**src/rtl/wb_bus_consts.svh**
```systemverilog
`ifndef WB_BUS_CONSTS_SVH
`define WB_BUS_CONSTS_SVH

// bus geometry
`define WB_N_SLAVES 3
`define WB_DATA_W 32

// address windows, inclusive
`define WB_S0_BASE 32'h0000_0000
`define WB_S0_HIGH 32'h0000_03FF
`define WB_S1_BASE 32'h0000_1000
`define WB_S1_HIGH 32'h0000_13FF
`define WB_S2_BASE 32'h0000_2000
`define WB_S2_HIGH 32'h0000_2003

// slave sizing and timeout
`define WB_SRAM_WORDS 256
`define WB_TIMEOUT_RESET 16'd16

`endif

```
**src/rtl/wb_if.sv**
```systemverilog
`default_nettype none

`include "wb_bus_consts.svh"

interface wb_if;

  // request side, from the decoder
  logic                   cyc;
  logic                   stb;
  logic                   we;
  logic [3:0]             sel;
  logic [31:0]            adr;
  logic [`WB_DATA_W-1:0]  dat_w;

  // response side, from the slave
  logic [`WB_DATA_W-1:0]  dat_r;
  logic                   ack;
  logic                   err;

  modport master (
    output cyc, stb, we, sel, adr, dat_w,
    input  dat_r, ack, err
  );

  modport slave (
    input  cyc, stb, we, sel, adr, dat_w,
    output dat_r, ack, err
  );

endinterface

`default_nettype wire

```
**src/rtl/wb_delay_slave.sv**
```systemverilog
`default_nettype none

`include "wb_bus_consts.svh"

module wb_delay_slave (
  input  wire  wb_clk_i,
  input  wire  wb_rst_i,
  wb_if.slave  bus
);

  logic [7:0] lat_q;
  logic [7:0] cnt_q;
  logic       busy_q;
  logic       ack_q;
  logic       req;

  // strobes are ignored while a read is counting
  assign req = bus.cyc & bus.stb & ~busy_q;

  always_ff @(posedge wb_clk_i) begin
    if (wb_rst_i) begin
      lat_q  <= 8'd0;
      cnt_q  <= 8'd0;
      busy_q <= 1'b0;
      ack_q  <= 1'b0;
    end else begin
      ack_q <= 1'b0;
      if (busy_q) begin
        if (cnt_q == 8'd1) begin
          ack_q  <= 1'b1;
          busy_q <= 1'b0;
        end
        cnt_q <= cnt_q - 8'd1;
      end else if (req) begin
        if (bus.we) begin
          lat_q <= bus.dat_w[7:0];
          ack_q <= 1'b1;
        end else if (lat_q == 8'd0) begin
          // zero latency behaves like a plain register
          ack_q <= 1'b1;
        end else begin
          cnt_q  <= lat_q;
          busy_q <= 1'b1;
        end
      end
    end
  end

  assign bus.dat_r = {{(`WB_DATA_W-8){1'b0}}, lat_q};
  assign bus.ack   = ack_q;
  assign bus.err   = 1'b0;

endmodule

`default_nettype wire

```
**src/flat_wrapper.sv**
```systemverilog
// flat-port wrapper written by rule: the top's interface ports become plain ports
module wb_delay_slave_flat 
  (wb_clk_i, wb_rst_i, bus_cyc, bus_stb, bus_we, bus_sel, bus_adr, bus_dat_w, bus_dat_r, bus_ack, bus_err);
  wb_if bus_i ();
  input  wire wb_clk_i;
  input  wire wb_rst_i;
  input wire logic [$bits(bus_i.cyc)-1:0] bus_cyc;
  input wire logic [$bits(bus_i.stb)-1:0] bus_stb;
  input wire logic [$bits(bus_i.we)-1:0] bus_we;
  input wire logic [$bits(bus_i.sel)-1:0] bus_sel;
  input wire logic [$bits(bus_i.adr)-1:0] bus_adr;
  input wire logic [$bits(bus_i.dat_w)-1:0] bus_dat_w;
  output wire logic [$bits(bus_i.dat_r)-1:0] bus_dat_r;
  output wire logic [$bits(bus_i.ack)-1:0] bus_ack;
  output wire logic [$bits(bus_i.err)-1:0] bus_err;
  assign bus_i.cyc = bus_cyc;
  assign bus_i.stb = bus_stb;
  assign bus_i.we = bus_we;
  assign bus_i.sel = bus_sel;
  assign bus_i.adr = bus_adr;
  assign bus_i.dat_w = bus_dat_w;
  assign bus_dat_r = bus_i.dat_r;
  assign bus_ack = bus_i.ack;
  assign bus_err = bus_i.err;
  wb_delay_slave u_core (.wb_clk_i(wb_clk_i), .wb_rst_i(wb_rst_i), .bus(bus_i));
endmodule
```
**config.mk**
```make
export PLATFORM = sky130hd
export DESIGN_NAME = wb_delay_slave_flat
export DESIGN_NICKNAME = d
export VERILOG_FILES = /design/src/rtl/wb_if.sv /design/src/rtl/wb_delay_slave.sv /design/src/flat_wrapper.sv
export VERILOG_INCLUDE_DIRS = /design/src /design/src/rtl
export SDC_FILE = /design/constraint.sdc
export NUM_CORES = 1
export LEC_CHECK = 0
export BUFFER_PORTS_ARGS = -buffer_cell sky130_fd_sc_hd__buf_2
export CORE_MARGIN = 2
export CORE_UTILIZATION = 39
export DETAILED_ROUTE_END_ITERATION = 8
export HOLD_SLACK_MARGIN = 0.05
export PLACE_DENSITY = 0.85
export RECOVER_POWER = 100
export SLEW_MARGIN = 20
export SYNTH_ARGS = -nofsm -noshare
export SYNTH_HDL_FRONTEND = slang
export SYNTH_SLANG_ARGS = --single-unit
```
**constraint.sdc**
```tcl
create_clock -name wb_clk_i -period 5 [get_ports wb_clk_i]
set_clock_uncertainty 0.2 [all_clocks]
set_input_delay 0.5 -clock wb_clk_i [delete_from_list [all_inputs] [get_ports wb_clk_i]]
set_output_delay 0.5 -clock wb_clk_i [all_outputs]
set_load 0.01 [all_outputs]
```
==> results_dict.tcl <==
set metrics [dict create \
    outcome "complete, no violations" \
    ys_types 36 \
    start_kind "register" \
    worstPathMaxFanout 5 \
    vias_per_cell 4.92 \
    rrSetupSlack_ps 3020 \
    tightest_slew_ps 701 \
    place_congestion 0.741 \
    synth_area_um2 1140 \
    dieHeight_um 58 \
    cts_tree "yes" \
    p_seq_share_pct 51.5 \
    rows 19 \
    grt_overflow 0 \
    die_w_um 58 \
    final_nets 229 \
    power_density_nw_per_um2 264 \
    clkPwrFrac_pct 29.8 \
    antenna_found_initial 0 \
    vdd_drop_max_v 0.000206 \
    post-route-period-util_pct 39.7 \
    grt_max_degree 19 \
    detail_route.wl_per_cell_um 11.1 \
    post_dp_cell_area_um2 1160 \
    yosys_warnings 0 \
    firstDrtPassIters 4 \
    hold_depth 3 \
    insertedDiodeCount 0 \
    grt_usage_pct 12.9 \
    core_um2 2760 \
    final_cell_mix "25 x conb_1, 22 x nand2_1, 18 x dfxtp_1" \
    start_util_pct 41.2 \
    final_common_cell "conb_1" \
    die-area_um2 3360 \
    post_cts_buffers 0 \
    drive_above_1_share_pct 15.7 \
    tns_ps 0 \
    rsz0062_at_grt "no" \
    seq_area_frac_synth_pct 31.7 \
    p_switching_mw 0.0891 \
    worstSkewPairLatency_ps 290 \
    maxSlewHeadroom_pct 52.9 \
    pwr-share-comb_pct 18.6 \
    setup_viol 0 \
    detail-route-antenna-nets 0 \
    grt_pass1_wl_mm 3.45 \
    htreeDepth 1 \
    vias 905 \
    root_buffer "clkbuf_4" \
    dr.first_iter.drc_count 23 \
    fmax_mhz 504 \
    hpwl_mm 1.55 \
    hp-class "in2reg" \
    p_leak_nw 0.466 \
    synth_seq_cells 18 \
    clockBufferDepth 2 \
    avgSynthCellArea_um2 8.55 \
    p_int_mw 0.218 \
    cts_buffers 3 \
    drv_slew 0 \
    cts_num_sinks 18 \
    finish.instance_area_um2 1160 \
    crit-reg2reg-launch "u_core.lat_q[0]" \
    crit_required_ps 5040 \
    min-delay-start "bus_dat_w[1]" \
    synth_cells 133 \
    whs_endpoint "u_core.lat_q[1]" \
    layout-area-overhead-vs-synth_pct 1.98 \
    hold_viol_final 0 \
    cts_resized 0 \
    period_needed_ps 1980 \
    rr_worst_depth 4 \
    endpoint_kind "register" \
    total_power_mw 0.307 \
    netSwitchingFraction_pct 29.1 \
    clk_pin_slew_worst_paths_ps 110 \
    final_util_pct 42.1 \
    maxCapViolations 0 \
    top_level_ports 107 \
    rr_endpoint "u_core.cnt_q[3]" \
    grt_pass1_vias 810 \
    placement.io_buffers 21 \
    crit_type "reg2reg" \
    critPathArrivalTime_ps 2030 \
    finalWirelength_mm 2.05 \
    ctsHoldBuffers 0 \
    route.detailed.drc 0 \
]
-- through the flow --
stage | instances | setup slack [ps] | hold WS (ps)
5_1_grt | 184 | 2880 | 239
4_1_cts | 184 | 3210 | 226
3_5_place_dp | 180 | 3140 | 310
6_report | 184 | 3020 | 234
3_3_place_gp | 180 | 3140 | 303
2_1_floorplan | 157 | 3370 | 284
-- how the worst max path moves through the flow --
stage | start | endpoint | cells past startpoint
final | u_core.lat_q[0] | u_core.cnt_q[3] | 4
after global routing | u_core.lat_q[0] | u_core.cnt_q[3] | 4
after CTS | u_core.busy_q | u_core.cnt_q[7] | 4
after detailed placement | bus_we | u_core.cnt_q[6] | 5
after global placement | bus_we | u_core.cnt_q[6] | 5
after floorplan | bus_we | u_core.cnt_q[6] | 4
-- state kept, by name (all words and copies together) (netlist names) --
| register | flops |
|---|---|
| u_core.cnt_q | 8 |
| u_core.lat_q | 8 |
| u_core.bus.ack | 1 |
| u_core.busy_q | 1 |
-- metal layers --
layer | vias up | GRT usage (%) | routed length, µm | share of wire, %
met2 | 34 | 21.3 | 993 | 48
met4 | 0 | 4.98 | 10 | 0.49
li1 | 447 | - | - | -
met3 | 2 | 2.01 | 106 | 5.2
met5 | - | 0 | 0 | 0
met1 | 422 | 16.9 | 938 | 46
-- worst max-delay path, stage by stage (launching register included) --
cell and delay (ps):
dfxtp_1 370, nor4_1 650, a21boi_2 140, nor3_1 350, a221o_1 210
-- Yosys cell counts --
master	count	area share, %
a21o_2	1	0.77
nor3b_1	3	2.0
ha_1	2	2.2
conb_1	1	0.33
nand4_1	3	1.7
or3_1	1	0.55
and2_1	1	0.55
dfxtp_1	18	32
clkbuf_1	1	0.33
and3b_1	1	0.77
nor4_1	1	0.55
o2bb2ai_1	2	1.5
a21bo_4	1	1.4
o211ai_1	1	0.66
o21ai_1	1	0.44
nor3b_2	2	2.2
a211oi_1	2	1.3
nand2b_1	2	1.1
buf_4	27	18
nor3_2	2	1.8
inv_1	4	1.3
nor4_4	2	3.7
a21boi_2	1	0.99
nand3_1	2	0.88
and3b_2	1	0.88
a221oi_1	1	0.77
a221o_1	3	2.6
a21oi_1	11	4.8
a211oi_2	1	1.1
nor2_1	6	2.0
nand2_1	22	7.3
mux2i_1	1	0.88
nor2b_1	1	0.55
xnor2_1	2	1.5
a31oi_1	1	0.55
buf_2	1	0.44
-- cell families after synthesis --
| family | share of synthesized area [%] |
|---|---|
| muxes | 0.880 |
| AOI/OAI and AO/OA | 17.1 |
| other | 0.330 |
| xor gates and xnor gates | 1.54 |
| and+or+nand+nor | 26.4 |
| DFF | 31.7 |
| adders and majority gates | 2.20 |
| buffers and inverters | 19.9 |
-- layout make-up --
type | count | area [µm²]
multi-input combinational | 106 | 616
sequential | 18 | 360
tap | 31 | 38.8
timing repair buffer | 21 | 93.8
fill | 284 | 1600
inverter | 4 | 15.0
clock buffer | 4 | 36.3
-- power groups by stage --
stage / Sequential (mW) / Clock [mW] / Combinational, mW
final: 0.158 / 0.0915 / 0.0570
after global routing: 0.159 / 0.0992 / 0.0651
after CTS: 0.158 / 0.0930 / 0.0593
after detailed placement: 0.162 / 0 / 0.0587
after global placement: 0.162 / 0 / 0.0579
after floorplan: 0.161 / 0 / 0.0607
No activity file was read; power rests on OpenSTA's default activity.
