==> config.mk <==
export PLATFORM = sky130hd
export DESIGN_NAME = wb_timeout_cfg
export DESIGN_NICKNAME = d
export VERILOG_FILES = /design/src/rtl/wb_timeout_cfg.sv
export VERILOG_INCLUDE_DIRS = /design/src /design/src/rtl
export SDC_FILE = /design/constraint.sdc
export NUM_CORES = 1
export LEC_CHECK = 0
export BUFFER_PORTS_ARGS = -buffer_cell sky130_fd_sc_hd__buf_2
export CAP_MARGIN = 5
export CELL_PAD_IN_SITES_DETAIL_PLACEMENT = 0
export CELL_PAD_IN_SITES_GLOBAL_PLACEMENT = 1
export CORE_ASPECT_RATIO = 0.7
export CORE_UTILIZATION = 35
export CTS_CLUSTER_SIZE = 14
export DETAILED_ROUTE_END_ITERATION = 10
export GPL_TIMING_DRIVEN = 0
export PLACE_DENSITY = 0.76
export SYNTH_ARGS = -nofsm -noshare
export SYNTH_HDL_FRONTEND = slang
export SYNTH_SLANG_ARGS = --single-unit
==> constraint.sdc <==
create_clock -name wb_clk_i -period 1.4 [get_ports wb_clk_i]
set_input_delay 0.42 -clock wb_clk_i [delete_from_list [all_inputs] [get_ports wb_clk_i]]
set_output_delay 0.42 -clock wb_clk_i [all_outputs]
set_load 0.02 [all_outputs]
==> src/rtl/wb_bus_consts.svh <==
`ifndef WB_BUS_CONSTS_SVH
`define WB_BUS_CONSTS_SVH

// bus geometry
`define WB_N_SLAVES 3
`define WB_DATA_W 32

// address windows, inclusive
`define WB_S0_BASE 32'h0000_0000
`define WB_S0_HIGH 32'h0000_03FF
`define WB_S1_BASE 32'h0000_1000
`define WB_S1_HIGH 32'h0000_13FF
`define WB_S2_BASE 32'h0000_2000
`define WB_S2_HIGH 32'h0000_2003

// slave sizing and timeout
`define WB_SRAM_WORDS 256
`define WB_TIMEOUT_RESET 16'd16

`endif

==> src/rtl/wb_timeout_cfg.sv <==
`default_nettype none

`include "wb_bus_consts.svh"

module wb_timeout_cfg (
  input  wire        wb_clk_i,
  input  wire        wb_rst_i,
  input  wire        cfg_we_i,
  input  wire [15:0] cfg_timeout_i,
  input  wire        wait_i,
  output logic       timeout_o
);

  logic [15:0] limit_q;
  logic [15:0] count_q;

  // programmable limit
  always_ff @(posedge wb_clk_i) begin
    if (wb_rst_i) begin
      limit_q <= `WB_TIMEOUT_RESET;
    end else if (cfg_we_i) begin
      limit_q <= cfg_timeout_i;
    end
  end

  // wait counter, held at zero while the decoder is idle
  always_ff @(posedge wb_clk_i) begin
    if (wb_rst_i) begin
      count_q <= '0;
    end else if (!wait_i) begin
      count_q <= '0;
    end else begin
      count_q <= count_q + 16'd1;
    end
  end

  // fires once the wait reaches the limit
  assign timeout_o = wait_i && (count_q == limit_q);

endmodule

`default_nettype wire

==> impl_metrics.toml, run 1 <==
[grt]
grt_pass1_wl_mm = 4.892
global_route.usage.met2_pct = 21.67
grt_start_max_net_pins = 11
globalRouteMet3Util_pct = 4.590
number_of_global_route_vias_before_repair = 1039
met1_layer_usage_reported_by_global_route_pct = 20.24
grt.total_usage_pct = 15.10
busiest_layer = "met2"
antenna_found_initial = 0
grt_overflow = 0

[final_layout]
antenna_cells_inserted = 0
drive_above_1_share_pct = 29.83
postLayoutCellArea_um2 = 1819
num-nets-final = 201
layout.core_utilization_pct = 45.82
leading_cell_type_in_the_layout_fill_and_taps_excluded = "nor2_1"
synthToLayoutAreaGrowth_pct = 24.27
layout_common_cells = "nor2_1, dfxtp_1, buf_2"

[setup_path]
worstPathArrival_ns = 1.68
timing.reg2reg.setup_slack_ns = 0.07
crit_required_ns = 0.98
worst_r2r_endpoint = "count_q[15]"
crit_path_max_fanout = 5
end_kind = "output port"
rr_worst_depth = 6
cp-start-kind = "register"
worstSetupPathType = "reg -> out"
reg2reg_from = "count_q[9]"

[power_and_ir_drop]
leakagePower_uw = 0.0007139
power_per_cell_area_nw_per_um2 = 1006
ir_worst_vdd_mv = 0.5496

[drt]
drtAntennaViolNets = 0
detail_route.wl_per_cell_um = 12.68
drt_first_iter_violations = 31
dr.pass1.iters = 4
route.final.wire_length_mm = 2.954
post-route-drc-count = 0
via_count = 1086
via_per_inst = 4.661

[floorplanning]
chipWidth_um = 79.30
ios = 21
initial_core_util_pct = 36.87
floorplan.die_area_um2 = 4450
core.rowCount = 19
die_height_um = 56.11
core-area_um2 = 3970

[clock_network]
cts_max_path_buffers = 2
path_clk_slew_ns = 0.06
clk_root_buffer_cell = "clkbuf_8"
cts_max_level = 2
tritoncts = "yes"
postCtsHoldBufs = 0
numCtsBuffers = 5
clock_sinks = 32
clk_latency_ns = 0.28

[yosys]
postSynthAreaPerCell_um2 = 9.568
yosysWarnings = 0
syn_nets = 174
library_cells_used_by_synthesis = 24
post_synth_inst_count = 153
post_synthesis_sequential_element_count = 32
synth.cell_area_um2 = 1464
ys_seq_area_share_pct = 43.76

[sta]
fin_ws_ns = -0.7001
relSlewSlack_pct = 73.54
finalCritPeriodShare_pct = 150.0
fmax_mhz = 476.2
final_max_slew_viol_count = 0
finalHoldViolCount = 0
post-route-min-period_ns = 2.100
setup-tns-final_ns = -0.7001
measured_slew_at_the_worst_slew_check_pin_ns = 0.3968
final.hold.worst_slack_ns = 0.3468
final.setup_skew_ns = 0.001281
setup-violations-final = 1
unrepaired_setup_endpoints_after_global_routing = "yes"

[status]
failed_checks = "setup timing"
run_status = "complete, but fails checks"

[placement]
dp_hpwl_mm = 2.294
port_buffers = 18
postPlaceCellArea_um2 = 1635
place.gp.congestion = 0.7283
dp_slack_ns = -0.3799

[worst_hold_path]
hold_path_end = "limit_q[4]"
worstHoldPathType = "in -> reg"
min-delay-start = "cfg_timeout_i[4]"
hold-path-cell-count = 2

[run]
timing.max_cap.violations = 0
layout make-up:
| cell class | instances | area (um^2) |
|---|---|---|
| Fill cell | 385 | 2151 |
| Multi-Input combinational cell | 109 | 840.8 |
| Sequential cell | 32 | 660.6 |
| Timing Repair Buffer | 20 | 107.6 |
| Clock buffer | 8 | 90.09 |
| Tap cell | 52 | 65.06 |
| Buffer | 9 | 43.79 |
| Inverter | 3 | 11.26 |
kinds of logic after synthesis:
kind of cell,share of synthesized area (%)
DFF,43.76
AOI/OAI and AO/OA,1.282
adders and majority gates,0.8546
buffers and inverters,3.590
muxes,10.26
and+or+nand+nor,22.91
xor gates and xnor gates,17.35
per-stage QoR:
stage	total power (uW)	std cells
final	1831	233
after CTS	1845	231
after detailed placement	1133	223
after floorplan	1084	153
after global placement	1128	223
after global routing	1905	233
worst max-delay path, stage by stage, from the launching register on:
cell and delay, ns:
dfxtp_4 0.36, xor2_2 0.15, nor4_2 0.25, nand4_1 0.19, nor4_4 0.26, buf_4 0.18
routing by layer:
layer,part of all wire [%],vias up
li1,-,566
met1,50,493
met2,43,20
met3,4.7,7
met4,2.3,0
met5,0,-
state kept, by name, indices dropped and copies added, names as in the netlist:
name	count
limit_q	16
count_q	16
worst max path at each step:
stage | from | end | slack [ns] | cells after the start
3_5_place_dp | count_q[1] | timeout_o | -0.38 | 5
4_1_cts | count_q[1] | timeout_o | -0.67 | 5
6_report | count_q[10] | timeout_o | -0.70 | 5
3_3_place_gp | count_q[1] | timeout_o | -0.37 | 5
2_1_floorplan | count_q[1] | timeout_o | -0.18 | 4
5_1_grt | count_q[10] | timeout_o | -0.77 | 5
synth_stat cells:
cell      count  share of area (%)
mux2i_1      15                 10
nor3_1        4                1.4
a21oi_1       1               0.34
nand3_1       4                1.4
nor4_1        2               0.85
nand4_1       7                3.0
nor4_4        1                1.5
a211o_1       1               0.60
clkbuf_1      3               0.77
ha_1          1               0.85
inv_1         3               0.77
nor2b_1       1               0.43
dfxtp_1      32                 44
nand4_4       1                1.5
buf_2         6                2.1
or3_1         1               0.43
nand2_1       5                1.3
xor2_1        8                4.8
nor2_1       30                7.7
and4_1        1               0.60
o21ai_0       1               0.34
xnor2_1      21                 13
nor4_2        3                2.6
nand2b_1      1               0.43
power breakdown:
| part | internal (uW) | leakage, uW | switching [uW] |
|---|---|---|---|
| sequential | 936 | 0.000266 | 25.5 |
| combinational | 78.0 | 0.000402 | 74.1 |
| clock | 400 | 0.0000455 | 317 |
repair_timing:
item / in CTS / in global routing
buffers inserted: 0 / 2
endpoints found under the setup margin: 5 / 10
pin swaps: 3 / 7
cloned: 0 / 0
gates resized for setup: 7 / 16
Power figures use the tool's default switching activity.
==> inputs of run 2 (changes only) <==
--- a/config.mk
+++ b/config.mk
@@ -6,12 +6,13 @@
 export SDC_FILE = /design/constraint.sdc
 export NUM_CORES = 1
 export LEC_CHECK = 0
-export BUFFER_PORTS_ARGS = -buffer_cell sky130_fd_sc_hd__buf_2
+export BUFFER_PORTS_ARGS = -buffer_cell sky130_fd_sc_hd__clkbuf_2
 export CAP_MARGIN = 5
 export CELL_PAD_IN_SITES_DETAIL_PLACEMENT = 0
 export CELL_PAD_IN_SITES_GLOBAL_PLACEMENT = 1
-export CORE_ASPECT_RATIO = 0.7
+export CORE_ASPECT_RATIO = 0.8
 export CORE_UTILIZATION = 35
+export CTS_BUF_LIST = sky130_fd_sc_hd__clkbuf_4 sky130_fd_sc_hd__clkbuf_8 sky130_fd_sc_hd__clkbuf_16
 export CTS_CLUSTER_SIZE = 14
 export DETAILED_ROUTE_END_ITERATION = 10
 export GPL_TIMING_DRIVEN = 0
==> impl_metrics.toml, run 2 (synthesized netlist as in run 1, its figures left out) <==
[status]
run_status = "complete, but fails checks"
failed_checks = "setup timing"

[final_layout]
layout_top_registers = "count_q x16, limit_q x16"
drive_above_1_share_pct = 29.61
leading_cell_type_in_the_layout_fill_and_taps_excluded = "nor2_1"
postLayoutCellArea_um2 = 1823
num-nets-final = 199
layout_common_cells = "nor2_1, dfxtp_1, xnor2_1"
layout.core_utilization_pct = 46.70
antenna_cells_inserted = 0
synthToLayoutAreaGrowth_pct = 24.53

[clock_network]
path_clk_slew_ns = 0.07
numCtsBuffers = 5
cts_max_level = 2
clock_sinks = 32
tritoncts = "yes"
postcts_setup_bufs = 0
postCtsHoldBufs = 0
clk_latency_ns = 0.28
cts_max_path_buffers = 2
clk_root_buffer_cell = "clkbuf_8"

[placement]
port_buffers = 18
place.gp.congestion = 0.7602
postPlaceCellArea_um2 = 1639
dp_hpwl_mm = 2.251
dp_slack_ns = -0.3631

[sta]
final.setup_skew_ns = 0.001218
fin_ws_ns = -0.6627
relSlewSlack_pct = 71.61
finalHoldViolCount = 0
fmax_mhz = 484.8
measured_slew_at_the_worst_slew_check_pin_ns = 0.4259
post-route-min-period_ns = 2.063
final_max_slew_viol_count = 0
setup-violations-final = 2
finalCritPeriodShare_pct = 147.3
unrepaired_setup_endpoints_after_global_routing = "yes"

[setup_path]
cp-start-kind = "register"
crit_path_cell_trace = "xor2_1 > nor4_1 > nand4_1 > nor4_4 > clkbuf_8"
worstPathArrival_ns = 1.64
worstSetupPathType = "reg -> out"
timing.critical_path.slowest_cell_delay_ns = 0.36
crit_path_max_fanout = 4
crit_required_ns = 0.98
critical-path-slowest-cell = "dfxtp_2"
worst_r2r_endpoint = "count_q[14]"
end_kind = "output port"
reg2reg_from = "count_q[1]"
rr_worst_depth = 5
timing.reg2reg.setup_slack_ns = -0.13

[worst_hold_path]
min-delay-start = "cfg_timeout_i[4]"
hold_path_end = "limit_q[4]"
worstHoldPathType = "in -> reg"
hold-path-cell-count = 2

[drt]
dr.pass1.iters = 4
via_per_inst = 4.718
drtAntennaViolNets = 0
drt_first_iter_violations = 37
detail_route.wl_per_cell_um = 12.53
via_count = 1104
post-route-drc-count = 0
route.final.wire_length_mm = 2.932

[power_and_ir_drop]
power_per_cell_area_nw_per_um2 = 1091
leakagePower_uw = 0.0007216
ir_worst_vdd_mv = 0.5944
power.total_uw = 1990

[run]
timing.max_cap.violations = 0

[floorplanning]
core-area_um2 = 3904
ios = 21
chipWidth_um = 74.31
die_height_um = 59.85
initial_core_util_pct = 37.50
core.rowCount = 20
floorplan.die_area_um2 = 4447

[grt]
grt_start_max_net_pins = 11
antenna_found_initial = 0
number_of_global_route_vias_before_repair = 1101
grt.total_usage_pct = 15.29
grt_overflow = 0
grt_pass1_wl_mm = 4.857
-- run 2: report_power, final --
part           switching, uW  total (uW)  internal [uW]
Clock                    330         877            547
Combinational           71.6         148           76.1
Sequential              26.1         965            939
-- run 2: layout make-up --
class	count	area [um^2]
flip-flops and latches	32	656.9
well taps	55	68.82
multi-input cells	109	829.5
repair buffers	18	98.84
clock inverters	2	35.03
clock buffers	6	76.32
fillers	389	2081
inverters	3	11.26
plain buffers	9	46.29
-- run 2: worst max-delay path by stage --
stage	from	endpoint	slack (ns)	depth (start not counted)
3_5_place_dp	count_q[11]	timeout_o	-0.36	5
4_1_cts	count_q[11]	timeout_o	-0.67	5
5_1_grt	count_q[1]	timeout_o	-0.77	5
2_1_floorplan	count_q[1]	timeout_o	-0.18	4
6_report	count_q[1]	timeout_o	-0.66	5
3_3_place_gp	count_q[1]	timeout_o	-0.39	5
-- run 2: layer usage --
layer	vias to the layer above	share of wire, %	GRT usage, %
met2	20	45	22.99
met3	5	4.6	5.059
met5	-	0	0
met4	0	1.4	8.625
li1	559	-	-
met1	520	49	19.26
-- run 2: timing repair --
action                     4_1_cts  5_1_grt
gates resized for setup          7       15
pin swaps                        3        6
setup endpoints to repair        4       10
-- run 2: critical path, delay by kind of cell, from the launching register on --
family	cells	cell delay, ns
DFF	1	0.36
and+or+nand+nor	3	0.66
xor gates and xnor gates	1	0.14
buffers and inverters	1	0.19
-- run 2: per-stage QoR --
| step | setup TNS (ns) | hold WS (ns) | std cells |
|---|---|---|---|
| 6_report | -0.7950 | 0.3484 | 234 |
| 3_3_place_gp | -1.887 | 0.4767 | 226 |
| 5_1_grt | -1.086 | 0.3549 | 234 |
| 4_1_cts | -0.7106 | 0.3391 | 234 |
| 2_1_floorplan | -0.1764 | 0.4525 | 153 |
| 3_5_place_dp | -2.241 | 0.4822 | 226 |
